`src/common/lfsr_pkg.sv`:
```
//////////////////////////////////////////////////////////////////////
// lfsr package: widths, pin structs and the fibonacci tap tables
// for 2-tap and 4-tap feedback, indexed by register length
//////////////////////////////////////////////////////////////////////

package lfsr_pkg;

    localparam int state_w     = 32;
    localparam int len_w       = 5;
    localparam int out_value_w = 15;

    typedef logic [state_w-1:0] lfsr_state_t;
    typedef logic [len_w-1:0]   lfsr_len_t;

    // input pin map, msb first
    typedef struct packed {
        logic      hold;       // ui_in[7]
        logic      step;       // ui_in[6]
        logic      four_taps;  // ui_in[5]
        lfsr_len_t length;     // ui_in[4:0]
    } pin_in_t;

    // output word, split over uio_out and uo_out at the top
    typedef struct packed {
        logic                   valid;
        logic [out_value_w-1:0] value;
    } pin_out_t;

    //////////////////////////////////////////////////////////////////////
    // tap tables

    typedef struct packed {
        logic        valid;
        lfsr_state_t mask;
    } tap_entry_t;

    typedef tap_entry_t tap_table_t [32];

    // 2-tap masks, no 2-tap solution for 8, 12..14, 16, 19, 24, 26, 27, 30
    localparam tap_table_t taps2_table = '{
        '{1'b0, 32'h0000_0000},  // 0
        '{1'b0, 32'h0000_0000},  // 1
        '{1'b1, 32'h0000_0003},  // 2
        '{1'b1, 32'h0000_0006},  // 3
        '{1'b1, 32'h0000_000c},  // 4
        '{1'b1, 32'h0000_0014},  // 5
        '{1'b1, 32'h0000_0030},  // 6
        '{1'b1, 32'h0000_0060},  // 7
        '{1'b0, 32'h0000_0000},  // 8
        '{1'b1, 32'h0000_0110},  // 9
        '{1'b1, 32'h0000_0240},  // 10
        '{1'b1, 32'h0000_0500},  // 11
        '{1'b0, 32'h0000_0000},  // 12
        '{1'b0, 32'h0000_0000},  // 13
        '{1'b0, 32'h0000_0000},  // 14
        '{1'b1, 32'h0000_6000},  // 15
        '{1'b0, 32'h0000_0000},  // 16
        '{1'b1, 32'h0001_2000},  // 17
        '{1'b1, 32'h0002_0400},  // 18
        '{1'b0, 32'h0000_0000},  // 19
        '{1'b1, 32'h0009_0000},  // 20
        '{1'b1, 32'h0014_0000},  // 21
        '{1'b1, 32'h0030_0000},  // 22
        '{1'b1, 32'h0042_0000},  // 23
        '{1'b0, 32'h0000_0000},  // 24
        '{1'b1, 32'h0120_0000},  // 25
        '{1'b0, 32'h0000_0000},  // 26
        '{1'b0, 32'h0000_0000},  // 27
        '{1'b1, 32'h0900_0000},  // 28
        '{1'b1, 32'h1400_0000},  // 29
        '{1'b0, 32'h0000_0000},  // 30
        '{1'b1, 32'h4800_0000}   // 31
    };

    // 4-tap masks, valid from length 5 up
    localparam tap_table_t taps4_table = '{
        '{1'b0, 32'h0000_0000},  // 0
        '{1'b0, 32'h0000_0000},  // 1
        '{1'b0, 32'h0000_0000},  // 2
        '{1'b0, 32'h0000_0000},  // 3
        '{1'b0, 32'h0000_0000},  // 4
        '{1'b1, 32'h0000_001e},  // 5
        '{1'b1, 32'h0000_0036},  // 6
        '{1'b1, 32'h0000_0078},  // 7
        '{1'b1, 32'h0000_00b8},  // 8
        '{1'b1, 32'h0000_01b0},  // 9
        '{1'b1, 32'h0000_0360},  // 10
        '{1'b1, 32'h0000_0740},  // 11
        '{1'b1, 32'h0000_0ca0},  // 12
        '{1'b1, 32'h0000_1b00},  // 13
        '{1'b1, 32'h0000_3500},  // 14
        '{1'b1, 32'h0000_7400},  // 15
        '{1'b1, 32'h0000_b400},  // 16
        '{1'b1, 32'h0001_e000},  // 17
        '{1'b1, 32'h0003_9000},  // 18
        '{1'b1, 32'h0007_2000},  // 19
        '{1'b1, 32'h000c_a000},  // 20
        '{1'b1, 32'h001c_8000},  // 21
        '{1'b1, 32'h0027_0000},  // 22
        '{1'b1, 32'h006a_0000},  // 23
        '{1'b1, 32'h00d8_0000},  // 24
        '{1'b1, 32'h01e0_0000},  // 25
        '{1'b1, 32'h0388_0000},  // 26
        '{1'b1, 32'h0720_0000},  // 27
        '{1'b1, 32'h0ca0_0000},  // 28
        '{1'b1, 32'h1d00_0000},  // 29
        '{1'b1, 32'h3280_0000},  // 30
        '{1'b1, 32'h7800_0000}   // 31
    };

endpackage

```
`src/hdl/lfsr_pin_out.sv`:
```
//////////////////////////////////////////////////////////////////////
// output register: valid flag and low state bits onto the pins
//////////////////////////////////////////////////////////////////////

`timescale 1ns/1ps

module lfsr_pin_out
    import lfsr_pkg::*;
(
    input  logic        clk,
    input  logic        rst_n,
    input  lfsr_state_t state,
    input  logic        valid,
    output pin_out_t    pins
);

    pin_out_t pins_next;

    always_comb begin
        pins_next.valid = valid;
        pins_next.value = state[out_value_w-1:0];  // upper bits not brought out
    end

    // loads every cycle, one cycle behind the core
    always_ff @(posedge clk) begin
        if (!rst_n) begin
            pins <= '0;
        end else begin
            pins <= pins_next;
        end
    end

endmodule

```
`src/hdl/lfsr_stepper_top.sv`:
```
//////////////////////////////////////////////////////////////////////
// lfsr stepper top: pin decode, step control, shift core and
// registered outputs
//////////////////////////////////////////////////////////////////////

`timescale 1ns/1ps

module lfsr_stepper_top
    import lfsr_pkg::*;
(
    input  logic       clk,
    input  logic       rst_n,
    input  pin_in_t    ui_in,
    output logic [7:0] uo_out,
    output logic [7:0] uio_out
);

    logic        advance;
    lfsr_state_t state;
    logic        valid;
    pin_out_t    pins;

    step_control step_control_inst (
        .clk     (clk),
        .rst_n   (rst_n),
        .hold    (ui_in.hold),
        .step    (ui_in.step),
        .advance (advance)
    );

    lfsr_shift_core lfsr_shift_core_inst (
        .clk       (clk),
        .rst_n     (rst_n),
        .advance   (advance),
        .length    (ui_in.length),
        .four_taps (ui_in.four_taps),
        .state     (state),
        .valid     (valid)
    );

    lfsr_pin_out lfsr_pin_out_inst (
        .clk   (clk),
        .rst_n (rst_n),
        .state (state),
        .valid (valid),
        .pins  (pins)
    );

    //////////////////////////////////////////////////////////////////////
    // pin split

    assign uio_out = {pins.valid, pins.value[out_value_w-1:8]};  // valid, value[14:8]
    assign uo_out  = pins.value[7:0];

endmodule

```
`src/hdl/step_control.sv`:
```
//////////////////////////////////////////////////////////////////////
// step control: free-run or one advance per rising edge of step
//////////////////////////////////////////////////////////////////////

`timescale 1ns/1ps

module step_control (
    input  logic clk,
    input  logic rst_n,
    input  logic hold,
    input  logic step,
    output logic advance
);

    logic step_q;     // step as seen at the previous edge
    logic step_rise;

    assign step_rise = step && !step_q;

    always_ff @(posedge clk) begin
        if (!rst_n) begin
            step_q <= 1'b0;
        end else begin
            step_q <= step;
        end
    end

    //////////////////////////////////////////////////////////////////////
    // advance strobe

    always_ff @(posedge clk) begin
        if (!rst_n) begin
            advance <= 1'b0;
        end else if (hold) begin
            advance <= step_rise;  // single pulse per step edge
        end else begin
            advance <= 1'b1;       // free run
        end
    end

    // held for three samples, so both strobes came from edge detects
    property p_single_pulse;
        @(posedge clk) disable iff (!rst_n)
        (hold && $past(hold) && $past(hold, 2)) |-> !(advance && $past(advance));
    endproperty

    a_single_pulse : assert property (p_single_pulse)
        else $error("advance high on two cycles in a row while held");

endmodule

```
`src/lfsr/lfsr_shift_core.sv`:
```
//////////////////////////////////////////////////////////////////////
// fibonacci shift register, seeded to 1, cleared on invalid taps
//////////////////////////////////////////////////////////////////////

`timescale 1ns/1ps

module lfsr_shift_core
    import lfsr_pkg::*;
(
    input  logic        clk,
    input  logic        rst_n,
    input  logic        advance,
    input  lfsr_len_t   length,
    input  logic        four_taps,
    output lfsr_state_t state,
    output logic        valid
);

    lfsr_state_t mask;
    logic        mask_valid;
    logic        feedback;

    lfsr_tap_table tap_table_inst (
        .length     (length),
        .four_taps  (four_taps),
        .mask       (mask),
        .mask_valid (mask_valid)
    );

    // xor of the tapped bits becomes the new lsb
    assign feedback = ^(state & mask);

    //////////////////////////////////////////////////////////////////////
    // state register

    always_ff @(posedge clk) begin
        if (!rst_n) begin
            state <= lfsr_state_t'(1);  // nonzero seed
            valid <= 1'b1;
        end else if (advance) begin
            if (mask_valid) begin
                state <= {state[state_w-2:0], feedback};
                valid <= 1'b1;
            end else begin
                // zero state locks up until reset
                state <= '0;
                valid <= 1'b0;
            end
        end
    end

    // an advance on a bad setting leaves a dead register
    property p_invalid_clears;
        @(posedge clk) disable iff (!rst_n)
        (advance && !mask_valid) |=> (state == '0 && !valid);
    endproperty

    a_invalid_clears : assert property (p_invalid_clears)
        else $error("state not cleared after advance on invalid taps");

endmodule

```
`src/lfsr/lfsr_tap_table.sv`:
```
//////////////////////////////////////////////////////////////////////
// tap table lookup: feedback mask and its validity for the
// selected register length and tap count
//////////////////////////////////////////////////////////////////////

`timescale 1ns/1ps

module lfsr_tap_table
    import lfsr_pkg::*;
(
    input  lfsr_len_t   length,
    input  logic        four_taps,
    output lfsr_state_t mask,
    output logic        mask_valid
);

    tap_entry_t entry_2;
    tap_entry_t entry_4;
    tap_entry_t entry_sel;

    // both tables indexed directly by length code
    assign entry_2 = taps2_table[length];
    assign entry_4 = taps4_table[length];

    always_comb begin
        if (four_taps) begin
            entry_sel = entry_4;
        end else begin
            entry_sel = entry_2;
        end
    end

    assign mask       = entry_sel.mask;
    assign mask_valid = entry_sel.valid;  // low for lengths without a solution

endmodule

```
`config.mk`:
```
export PLATFORM = sky130hd
export DESIGN_NAME = lfsr_stepper_top
export DESIGN_NICKNAME = d
export VERILOG_FILES = /design/src/common/lfsr_pkg.sv /design/src/hdl/lfsr_pin_out.sv /design/src/hdl/lfsr_stepper_top.sv /design/src/hdl/step_control.sv /design/src/lfsr/lfsr_shift_core.sv /design/src/lfsr/lfsr_tap_table.sv
export SDC_FILE = /design/constraint.sdc
export NUM_CORES = 1
export LEC_CHECK = 0
export ABC_AREA = 1
export BUFFER_PORTS_ARGS = -buffer_cell sky130_fd_sc_hd__buf_2
export CAP_MARGIN = 10
export CORE_MARGIN = 2
export CORE_UTILIZATION = 36
export CTS_CLUSTER_SIZE = 14
export DETAILED_ROUTE_END_ITERATION = 12
export GPL_TIMING_DRIVEN = 0
export SLEW_MARGIN = 20
export SYNTH_ARGS = -nofsm -noshare
export SYNTH_HDL_FRONTEND = slang
export SYNTH_SLANG_ARGS = --single-unit
```
`constraint.sdc`:
```
create_clock -name clk -period 2.6 [get_ports clk]
set_input_delay 0.52 -clock clk [delete_from_list [all_inputs] [get_ports clk]]
set_output_delay 0.52 -clock clk [all_outputs]
set_load 0.02 [all_outputs]
```
Word level (Yosys, flattened, before mapping)
Memory sizes are Yosys's and may differ from the RTL's.
Cells that the tools add are included.
Cells by class
  add/subtract/negate cells: 0
  $mul: 0
  divide/modulo/power cells: 0
  magnitude comparators: 1
  equality and inequality tests: 0
  shift operators: 0
  multiplexer cells: 8
  bitwise operators: 2
  reductions and logical operators: 3
Operators by type and width (number)
  33-bit 2-to-1 mux: 5
  32-bit AND: 1
  32-bit 2-to-1 mux: 1
  32-bit parity: 1
  6-bit >= comparator (second input constant): 1
  5-bit inverter with 6-bit output: 1
  1-bit 2-to-1 mux: 2
  1-bit logical AND: 1
  1-bit logical NOT: 1
Storage, ports and cells
  register bits: 51
  latch bits: 0
  memory bits (writable): 0
  bits in read-only memories: 2112
  input port bits: 10
  output and inout bits: 16
  word-level logic and storage cells: 22
  memories: 2
Memory list
  (name not given): depth 32, width 33, rd ports 1, clocked after Yosys merged registers in 0, wr ports 0, RTL line lfsr_tap_table.sv:23  | assign entry_4 = taps4_table[length];
  (name not given): depth 32, width 33, rd ports 1, clocked after Yosys merged registers in 0, wr ports 0, RTL line lfsr_tap_table.sv:22  | assign entry_2 = taps2_table[length];

Logic depth before layout (Yosys ltp)
Gate-level depths: netlist of run 1.
  depth after elaboration: 8
  depth in mapped cells: 20
  mapped depth without buffers: 20

By module
A second synthesis of run 1 with hierarchy kept.
Second synthesis, totals
  cells, all modules: 572
  area, all modules: 3507.1 um2
Modules (own cells, without submodules)
  lfsr_shift_core: times used 1, cells each 325, area an instance 2006.9 um2, sequential area each 660.6 um2
  lfsr_tap_table: times used 1, cells each 188, area an instance 948.4 um2, sequential area each 0.0 um2
  lfsr_pin_out: times used 1, cells each 50, area an instance 484.2 um2, sequential area each 320.3 um2
  step_control: times used 1, cells each 9, area an instance 67.6 um2, sequential area each 40.0 um2

Least setup slack after synthesis of run 1
Ideal clock, no wire load.
  path kind: input to register
  start: input ui_in[0] (netlist name)
  end: register lfsr_shift_core_inst.state[0]
  library setup time: 115 ps
  data arrival time: 1993 ps
  data required time: 2485 ps
  setup slack: 492 ps
  cell stages on the path: 19
  path buffers: 0
  path through: inv_1 > ha_1 > nand2_2 > nor2_2 > nand2_1 > a21boi_1 > nand2_1 > nand2_1 > nand2_1 > nand2_1 > nand2_1 > inv_1 > nand2_1 > nand2_1 > nand2_1 > nand2_1 > nand2_1 > nand3_1 > nand2_1
On the way
  cells in the longest elaborated chain, start to end: 8
  elaborated cells on any way between the ends: 11
  those cells by class: mux: 6; bitwise: 2; reduce/logical: 1; memory: 2
Ends and longest elaborated chain
  start: declaration: RTL line lfsr_stepper_top.sv:13  | input pin_in_t ui_in,
  5-bit inverter with 6-bit output (implied by the code) *: RTL line lfsr_tap_table.sv:22, lfsr_tap_table.sv:23
  memory read 32 x 33 bit (on tied branches)
  33-bit 2-to-1 mux (on tied branches) (2 in a row): RTL line lfsr_tap_table.sv:22, lfsr_tap_table.sv:23
  33-bit 2-to-1 mux *: RTL line lfsr_tap_table.sv:26  | if (four_taps) begin
  32-bit AND: RTL line lfsr_shift_core.sv:31  | assign feedback = ^(state & mask);
  32-bit parity: RTL line lfsr_shift_core.sv:31
  32-bit 2-to-1 mux *: RTL line lfsr_shift_core.sv:41  | if (mask_valid) begin
  end signal: assignment: RTL line lfsr_shift_core.sv:38  | state <= lfsr_state_t'(1);
  end signal: assignment: RTL line lfsr_shift_core.sv:42  | state <= {state[state_w-2:0], feedback};
  end: declaration: RTL line lfsr_shift_core.sv:15  | output lfsr_state_t state,
Every way passes the cells marked *; elsewhere a longest branch is shown, timed or not. The select of a mux whose other input is x is not followed.
A chain may end at the register's enable or synchronous reset.

Worst setup path after layout of run 1
Same ends and word-level chain as after synthesis.

==> impl_results.md, run 1 <==
* Status: completed
* Final setup viols at 0
* Crit path cell chain: clkbuf_4, clkinvlp_4, buf_4, ha_1, nand3_1, nand3_1, nand2_1, nand3_1, nand2_1, nand2_1, nand2_1, nand2_1, nand2_1, nand2_1, nand2_1, nand3_1, nand3_1, nand2_1
* First DRT Iteration DRCs at 233
* Clk_lat worst skew at 0.30 ns
* Syn_area_per_cell at 5.90 µm²
* RSZ-0062 raised after global routing: no
* Worst path max stage delay at 0.25 ns
* Cell with the most instances after synthesis: nand2_1
* Area growth syn-to-layout at 11.9%
* Async SR Flop Fraction at 0%
* Post-synthesis register bit count at 50
* Synth warn at 0
* Max Freq at 0.421 GHz
* Largest family of logic cells by synthesized area: simple AND/OR/NAND/NOR gates
* Num rows at 34
* GPL Wtd Cong at 0.917
* Minimum clock period at 2.38 ns
* Die Ht at 99.6 µm
* R2R Setup Slk at 0.83 ns
* XOR/XNOR share of the synthesized area at 0.266%
* Critical path type: in -> reg
* Worst Path Arrival at 2.58 ns
* Actual slew at the worst max-slew pin at 0.496 ns
* Leakage at 1.94 nW
* Seq/Total Area, Yosys at 30.4%
* Relative slew slack at 67.0%
* Initial Utilization at 37.3%
* # diodes at 0
* Ports at 26
* Worst endpoint required time at 2.80 ns
* TritonCTS Buffers at 5
* GRT Total Usage at 19.6%
* Vias at 3534
* Fin area at 3680 µm²
* Number of global-route vias before repair at 3313
* Worst vdd ir at 335 µV
* RR Endpoint: lfsr_shift_core_inst.state[0]
* Wire per inst at 13.6 µm
* Synth Area in Compound Gates at 9.13%
* Post-synthesis simple-gate area fraction at 44.3%
* Cell count of the worst reg-to-reg path at 15
* Core box area at 8810 µm²
* Max Cap Viol at 0
* Period utilization at 91.4%
* Min-delay src: ui_in[7]
* First-pass GRT wire length at 15.9 mm
* Synth area leaders: dfxtp_1, nand2_1, nand3_1
* Die ar. at 9910 µm²
* CTS clk-pin slew, worst paths at 0.09 ns
* PD cells at 435 nW/µm²
* Hold Path Stages at 2
* Post-Syn Instances at 557
* Syn Std Cell Area at 3290 µm²
* Critical R2R Launch: lfsr_shift_core_inst.state[18]
* WL final at 9.48 mm
* TNS Setup at 0 ns
* Critical path fanouts, max at 9
* Vias/cell at 5.07
* Fin nets at 605
* Chip width at 99.6 µm
* Slowest-stage cell, CP: ha_1
* Bufs and invs on worst path at 3
* Buffers on Ports at 22
* Post-synth EDFFs at 0
* CP endpoint kind: register
* CP startpoint kind: input port
* Largest net degree at the start of global routing at 17
* Final hold slack at 0.406 ns
* H-Tree Level Count at 2
* Placed inst area at 3530 µm²
* Grt ovf at 0
* Layout Skew at 0.00888 ns
* Netlist cell types at 31
* DR pass1 iterations at 5
* Clock sink count at 50
* Mapped Nets at 574
* CP delay by family, top: simple AND/OR/NAND/NOR gates
* Commonest cells in the netlist: nand2_1, inv_1, nand3_1
* Most used cell, CP: nand2_1
* Synth Flop Type: dfxtp_1
* Clock root cell: clkbuf_8
* Post-synthesis mux area share at 0%
* Clock buffer depth at 2
* Adder-cell share of the synthesized area at 2.66%
* Max Slew Vio Count at 0
* Layout cell share with drive strength beyond 1 at 12.2%
* Filler cell count at 972
* Worst min path class: in -> reg
* Post-synth top area share at 30.4%
* HPWL Detailed at 7.42 mm
* CTS tree: built
* Antenna viol nets, final at 0
* DRC viols at 0
* Util after Layout at 41.8%
* Initial antenna violation count at 0
* Hold Path Sink: step_control_inst.advance
* Design Power at 0.00160 W
* Final Hold Fails at 0
* Yosys top cell by area: dfxtp_1
## worst reg2reg max path, cell delays in order, from the launching register on
cell,delay (ns)
dfxtp_1,0.37
inv_1,0.06
nor2_1,0.19
nand2_1,0.08
nor2_1,0.15
nand2_1,0.07
nand2_1,0.08
nand3_1,0.07
nand2_1,0.06
nand2_1,0.06
nand2_1,0.07
nand2_1,0.04
nand2_1,0.13
nand3_1,0.10
nand3_1,0.09
nand2_1,0.05
## layout make-up
| cell class | instances | area (µm²) | share of cell area, % |
|---|---|---|---|
| buffer | 21 | 149 | 4.05 |
| multi-input combinational | 410 | 1860 | 50.7 |
| inverter | 76 | 290 | 7.89 |
| timing repair buffer | 24 | 128 | 3.47 |
| clock inverter | 3 | 43.8 | 1.19 |
| tap | 108 | 135 | 3.67 |
| sequential | 50 | 1000 | 27.2 |
| clock buffer | 5 | 68.8 | 1.87 |
## state kept, by name, indices dropped and copies added, names as in the netlist
signal	cells
lfsr_pin_out_inst.pins	16
lfsr_shift_core_inst.state	31
step_control_inst.advance	1
step_control_inst.step_q	1
lfsr_shift_core_inst.valid	1
## placed cells by master, fill, tap and decap left out
cell	instances
inv_1	64
a21boi_1	2
nand3_1	62
nor2_1	38
dfxtp_1	50
nand4_1	6
xor2_1	1
clkinv_2	2
a21oi_1	22
nor2_4	1
nand2_2	6
ha_1	6
buf_8	1
o21bai_1	1
inv_6	1
clkbuf_4	1
clkinv_1	3
nand3_4	1
inv_2	7
nor2_2	3
nor3_1	1
o21ai_2	1
o211ai_1	1
o21ai_1	1
o22ai_1	15
o21ai_0	4
a31oi_1	1
clkbuf_8	5
clkinvlp_4	1
buf_2	26
bufinv_16	1
clkbuf_1	6
buf_4	6
buf_6	5
ha_4	1
nand2_1	233
a21oi_2	3
## power breakdown
part	internal, W	switching [W]
clock	0.000288	0.000259
sequential	0.000777	0.00000508
combinational	0.0000811	0.000192
total	0.00115	0.000455
## repair_timing
item | in CTS | in global routing
resized for setup | 0 | 3
hold buffers | 0 | 0
setup buffers | 0 | 2
setup endpoints to repair | 0 | 1
endpoints found under the hold margin | 0 | 0
## cell families after synthesis
group / Yosys count
compound gates: 51
xor+xnor: 1
fa+ha+maj: 7
buf+inv: 97
flops: 50
simple gates: 351
## metrics by stage
stage,instances,setup WS (ns)
finish,697,0.223
global placement,687,-0.105
CTS,695,0.205
floorplan,557,0.492
global route,697,0.0220
detailed placement,687,-0.120
## routing by layer
layer	GRT usage (%)	up-vias	part of all wire, %
met3	1.97	20	4.9
met4	5.27	0	2.1
met2	31.7	106	44
met5	0	-	0
met1	27.9	1602	49
li1	-	1806	-
## how the worst max path moves through the flow
stage | startpoint | depth (start not counted) | to
floorplan | ui_in[0] | 19 | lfsr_shift_core_inst.state[0]
global placement | ui_in[0] | 20 | lfsr_shift_core_inst.state[0]
detailed placement | ui_in[0] | 20 | lfsr_shift_core_inst.state[0]
CTS | ui_in[0] | 20 | lfsr_shift_core_inst.state[0]
global route | ui_in[0] | 20 | lfsr_shift_core_inst.state[0]
finish | ui_in[0] | 18 | lfsr_shift_core_inst.state[0]
(Power assumes the default switching activity.)
==> run 2: changes to the inputs <==
CORE_ASPECT_RATIO = 2   (was unset)
==> run 2 against run 1 <==
  * Largest cell class unchanged
  * Clock power grew 24%
  * Flip-flop and latch count is the same
  * Routed wire length grew 12%
  * First-iteration DRC count shrank 21%
==> impl_results.md, run 2 (same netlist as run 1, synthesis figures left out) <==
* Status: completed
* # diodes at 0
* RSZ-0062 raised after global routing: no
* CTS clk-pin slew, worst paths at 0.07 ns
* Switching power at 0.000498 W
* Ports at 26
* Biggest regs: lfsr_shift_core_inst.state x31, lfsr_pin_out_inst.pins x16
* Buffers on Ports at 22
* CTS tree: built
* RR Endpoint: lfsr_shift_core_inst.state[0]
* Number of global-route vias before repair at 3503
* Placed inst area at 3530 µm²
* Most flop-heavy register: lfsr_shift_core_inst.state
* Clk_lat worst skew at 0.30 ns
* Critical path fanouts, max at 9
* First DRT Iteration DRCs at 185
* Max Freq at 0.412 GHz
* Actual slew at the worst max-slew pin at 0.507 ns
* Minimum clock period at 2.43 ns
* Clock root cell: clkbuf_16
* Logic pwr share at 16.1%
* Period utilization at 93.3%
* Chip width at 71.6 µm
* Final setup viols at 0
* Clock buffer depth at 2
* Area growth syn-to-layout at 13.1%
* Wire per inst at 15.3 µm
* GRT Total Usage at 22.3%
* Max Slew Vio Count at 0
* Sequential power share at 44.9%
* Max reg flops at 31
* Design Power at 0.00174 W
* Num rows at 49
* DR pass1 iterations at 5
* H-Tree Level Count at 2
* Filler cell count at 998
* Most common cell after layout, fill and taps aside: nand2_1
* Vias at 3527
* Relative slew slack at 66.2%
* PD cells at 468 nW/µm²
* Initial antenna violation count at 0
* Grt ovf at 0
* WL final at 10.6 mm
* Initial Utilization at 36.7%
* R2R Setup Slk at 0.72 ns
* GPL Wtd Cong at 0.977
* Worst setup endpoint: lfsr_shift_core_inst.state[0]
* Max Cap Viol at 0
* Largest net degree at the start of global routing at 17
* Reg area at 1000 µm²
* DRC viols at 0
* Die Ht at 139 µm
* Multi-input gate area in the final layout at 1870 µm²
* Switching share of power at 28.6%
* CP startpoint: ui_in[0]
* Leakage at 1.96 nW
* Antenna viol nets, final at 0
* Most frequent cells in the layout: nand2_1, inv_1, nand3_1
* Fraction of power consumed by the clock network at 39.0%
* First-pass GRT wire length at 17.2 mm
* HPWL Detailed at 8.69 mm
* Final Hold Fails at 0
* Worst Path Arrival at 2.62 ns
* Layout cell share with drive strength beyond 1 at 12.6%
* Vias/cell at 5.10
* Worst min path class: in -> reg
* CP startpoint kind: input port
* # hold bufs at CTS at 0
* Worst endpoint required time at 2.79 ns
* Clock sink count at 50
* Core box area at 8950 µm²
* TritonCTS Buffers at 5
* Cell internal pwr at 0.00124 W
* Layout Skew at 0.00691 ns
* Critical R2R Launch: lfsr_shift_core_inst.state[18]
* CP endpoint kind: register
* Cell count of the worst reg-to-reg path at 15
* Die ar. at 9960 µm²
* Fin nets at 605
* Worst vdd ir at 411 µV
* Fin area at 3720 µm²
* Critical path type: in -> reg
==> run 2: power groups by stage <==
stage	clock network (W)	registers, W	logic [W]
floorplan	0	0.000804	0.000180
global placement	0	0.000799	0.000271
detailed placement	0	0.000800	0.000270
CTS	0.000692	0.000782	0.000271
global route	0.000726	0.000782	0.000307
finish	0.000679	0.000782	0.000281
==> run 2: timing repair <==
item / in CTS / in global routing
setup endpoints to repair: 0 / 1
buffers inserted: 0 / 2
gates resized for setup: 0 / 6
==> run 2: area by class of cell <==
| class | count | share of cell area [%] |
|---|---|---|
| multi-input combinational | 410 | 50.2 |
| sequential | 50 | 26.9 |
| inverter | 76 | 7.87 |
| buffer | 21 | 4.00 |
| clock buffer | 6 | 3.73 |
| timing repair buffer | 24 | 3.43 |
| tap | 102 | 3.43 |
| clock inverter | 2 | 0.437 |
==> run 2: worst min-delay path by stage <==
stage / slack [ns] / start / to / depth (start not counted)
2_1_floorplan: 0.40 / step_control_inst.step_q / step_control_inst.advance / 1
3_3_place_gp: 0.40 / step_control_inst.step_q / step_control_inst.advance / 1
3_5_place_dp: 0.42 / step_control_inst.step_q / step_control_inst.advance / 1
4_1_cts: 0.41 / ui_in[7] / step_control_inst.advance / 2
5_1_grt: 0.41 / ui_in[7] / step_control_inst.advance / 2
6_report: 0.42 / ui_in[7] / step_control_inst.advance / 2
==> run 2: critical path, stage by stage <==
cell and delay (ns):
clkbuf_4 0.20, clkinvlp_4 0.23, ha_4 0.31, o21ai_1 0.25, nand3_1 0.18, xor2_1 0.18
nand2_1 0.09, nand2_1 0.05, nand2_1 0.05, nand2_1 0.06, inv_1 0.05, nand2_1 0.04
nand2_1 0.11, nand3_1 0.12, nand3_1 0.10, nand2_1 0.05
==> run 2: stage by stage <==
step | setup TNS, ns | worst slack [ns] | instances | hold slack, ns | util, %
floorplan | 0 | 0.492 | 557 | 0.399 | -
finish | 0 | 0.175 | 691 | 0.415 | 41.6
global placement | -0.574 | -0.201 | 681 | 0.403 | 39.4
detailed placement | -0.570 | -0.219 | 681 | 0.419 | 39.4
CTS | 0 | 0.0975 | 689 | 0.415 | 41.1
global route | 0 | 0.00418 | 691 | 0.409 | 41.6
==> run 2: per-layer routing <==
layer | track usage [%] | wire, µm
met5 | 0 | 0
met4 | 16.1 | 716
met3 | 3.27 | 317
met2 | 42.7 | 5930
met1 | 20.0 | 3630
==> run 3: changes to the inputs <==
RECOVER_POWER = 25   (was unset)
==> run 3 against run 2 <==
  * Combinational power about the same
  * Final area decreased by 0.27%
  * First-iteration DRC count increased by 1.1%
  * Routed wire length about the same
  * Die area unchanged
  * Critical path depth unchanged
  * Fmax increased by 0.65%
  * Cell count unchanged
  * Clock power about the same
  * Sequential share of layout area increased by 0.073 points
  * Clock-buffer cell count unchanged
  * Global-route usage unchanged
  * Largest power group unchanged
==> impl_results.md, run 3 (same netlist as run 1, synthesis figures left out) <==
* CP endpoint kind: register
* Clock buffer depth at 2
* Critical R2R Launch: lfsr_shift_core_inst.state[18]
* First-pass GRT wire length at 17.2 mm
* CP startpoint: ui_in[0]
* Wire per inst at 15.3 µm
* Max Cap Viol at 0
* TritonCTS Buffers at 5
* Final Hold Fails at 0
* Ports at 26
* Max reg flops at 31
* Initial Utilization at 36.7%
* # hold bufs at CTS at 0
* HPWL Detailed at 8.69 mm
* Largest net degree at the start of global routing at 17
* Layout cell share with drive strength beyond 1 at 11.2%
* GPL Wtd Cong at 0.977
* Max Slew Vio Count at 0
* Crit path cell chain: clkbuf_4, clkinvlp_4, ha_4, o21ai_1, nand3_1, xor2_1, nand2_1, nand2_1, nand2_1, nand2_1, inv_1, nand2_1, nand2_1, nand3_1, nand3_1, nand2_1
* Num rows at 49
* Status: completed
* Minimum clock period at 2.41 ns
* Critical path type: in -> reg
* Final setup viols at 0
* Chip width at 71.6 µm
* Actual slew at the worst max-slew pin at 0.507 ns
* RSZ-0062 raised after global routing: no
* DR pass1 iterations at 5
* Slowest-stage cell, CP: ha_4
* Placed inst area at 3530 µm²
* Worst Path Arrival at 2.60 ns
* Grt ovf at 0
* H-Tree Level Count at 2
* Buffers on Ports at 22
* Min-delay src: ui_in[7]
* Leakage at 1.93 nW
* Util after Layout at 41.4%
* CP delay by family, top: simple AND/OR/NAND/NOR gates
* Fin area at 3710 µm²
* DRC viols at 0
* PD cells at 469 nW/µm²
* CTS tree: built
* Layout Skew at 0.00689 ns
* Most common cell after layout, fill and taps aside: nand2_1
* Most frequent cells in the layout: nand2_1, inv_1, nand3_1
* Worst path max stage delay at 0.31 ns
* Antenna viol nets, final at 0
* Max Freq at 0.415 GHz
* Core box area at 8950 µm²
* Fin nets at 605
* Worst endpoint required time at 2.79 ns
* Initial antenna violation count at 0
* Clk_lat worst skew at 0.30 ns
* GRT Total Usage at 22.3%
* Clock root cell: clkbuf_16
* Bufs and invs on worst path at 3
* Worst min path class: in -> reg
* Worst vdd ir at 409 µV
* CTS clk-pin slew, worst paths at 0.07 ns
* Period utilization at 92.7%
* Die Ht at 139 µm
* Most flop-heavy register: lfsr_shift_core_inst.state
* Most used cell, CP: nand2_1
* Area growth syn-to-layout at 12.8%
* # diodes at 0
* Clock sink count at 50
* Vias/cell at 5.08
* CP startpoint kind: input port
* WL final at 10.6 mm
* Die ar. at 9960 µm²
* Vias at 3510
* Critical path fanouts, max at 9
* Relative slew slack at 66.2%
* Number of global-route vias before repair at 3503
* First DRT Iteration DRCs at 187
* Biggest regs: lfsr_shift_core_inst.state x31, lfsr_pin_out_inst.pins x16
[run 3: cell count changes in the layout (fill, tap and decap cells not counted), sizes merged]
cell    previous run  this run
buf               38        30
clkbuf            13        21
[run 3: final cells by class]
class / instances / area [µm²]
fill: 1004 / 5240
multi-input combinational: 410 / 1870
sequential: 50 / 1000
inverter: 76 / 293
buffer: 21 / 149
clock buffer: 6 / 139
tap: 102 / 128
timing repair buffer: 24 / 118
clock inverter: 2 / 16.3
[run 3: per-stage QoR]
stage	setup TNS [ns]	total power [W]	hold WS, ns	instances	setup WS (ns)
6_report	0	0.00174	0.416	691	0.191
3_5_place_dp	-0.570	0.00107	0.419	681	-0.219
4_1_cts	0	0.00174	0.415	689	0.0975
2_1_floorplan	0	0.000984	0.399	557	0.492
5_1_grt	0	0.00182	0.409	691	0.00418
3_3_place_gp	-0.574	0.00107	0.403	681	-0.201
[run 3: final timing paths]
path	depth (start not counted)	to	slack, ns
worst max-delay path	16	lfsr_shift_core_inst.state[0]	0.19
worst min-delay path	2	step_control_inst.advance	0.42
worst max register to register	15	lfsr_shift_core_inst.state[0]	0.74
worst min register to register	1	step_control_inst.advance	0.43
[run 3: layer usage]
metal  global-route usage (%)  part of all wire [%]
met5                        0                     0
met4                     16.1                   6.6
met3                     3.27                   2.9
met2                     42.7                    56
met1                     20.0                    34
[run 3: worst reg2reg max path: stages (launching register included)]
cell and delay (ns):
dfxtp_1 0.37, inv_1 0.06, nor2_1 0.28, nand2_1 0.09
nor2_1 0.14, nand2_1 0.07, nand2_1 0.07, nand3_1 0.08
nand2_1 0.06, nand2_1 0.06, nand2_1 0.06, nand2_1 0.04
nand2_1 0.11, nand3_1 0.12, nand3_1 0.10, nand2_1 0.05
[run 3: repair_timing]
item | CTS | global route
buffers inserted | 0 | 2
gates resized for setup | 0 | 6
setup endpoints to repair | 0 | 1
[run 3: power breakdown]
part,switching (W),internal (W),total (W),leakage (nW)
Sequential,0.00000518,0.000777,0.000782,0.405
Combinational,0.000200,0.0000805,0.000281,1.45
Clock,0.000293,0.000386,0.000679,0.0735
Total,0.000498,0.00124,0.00174,1.93
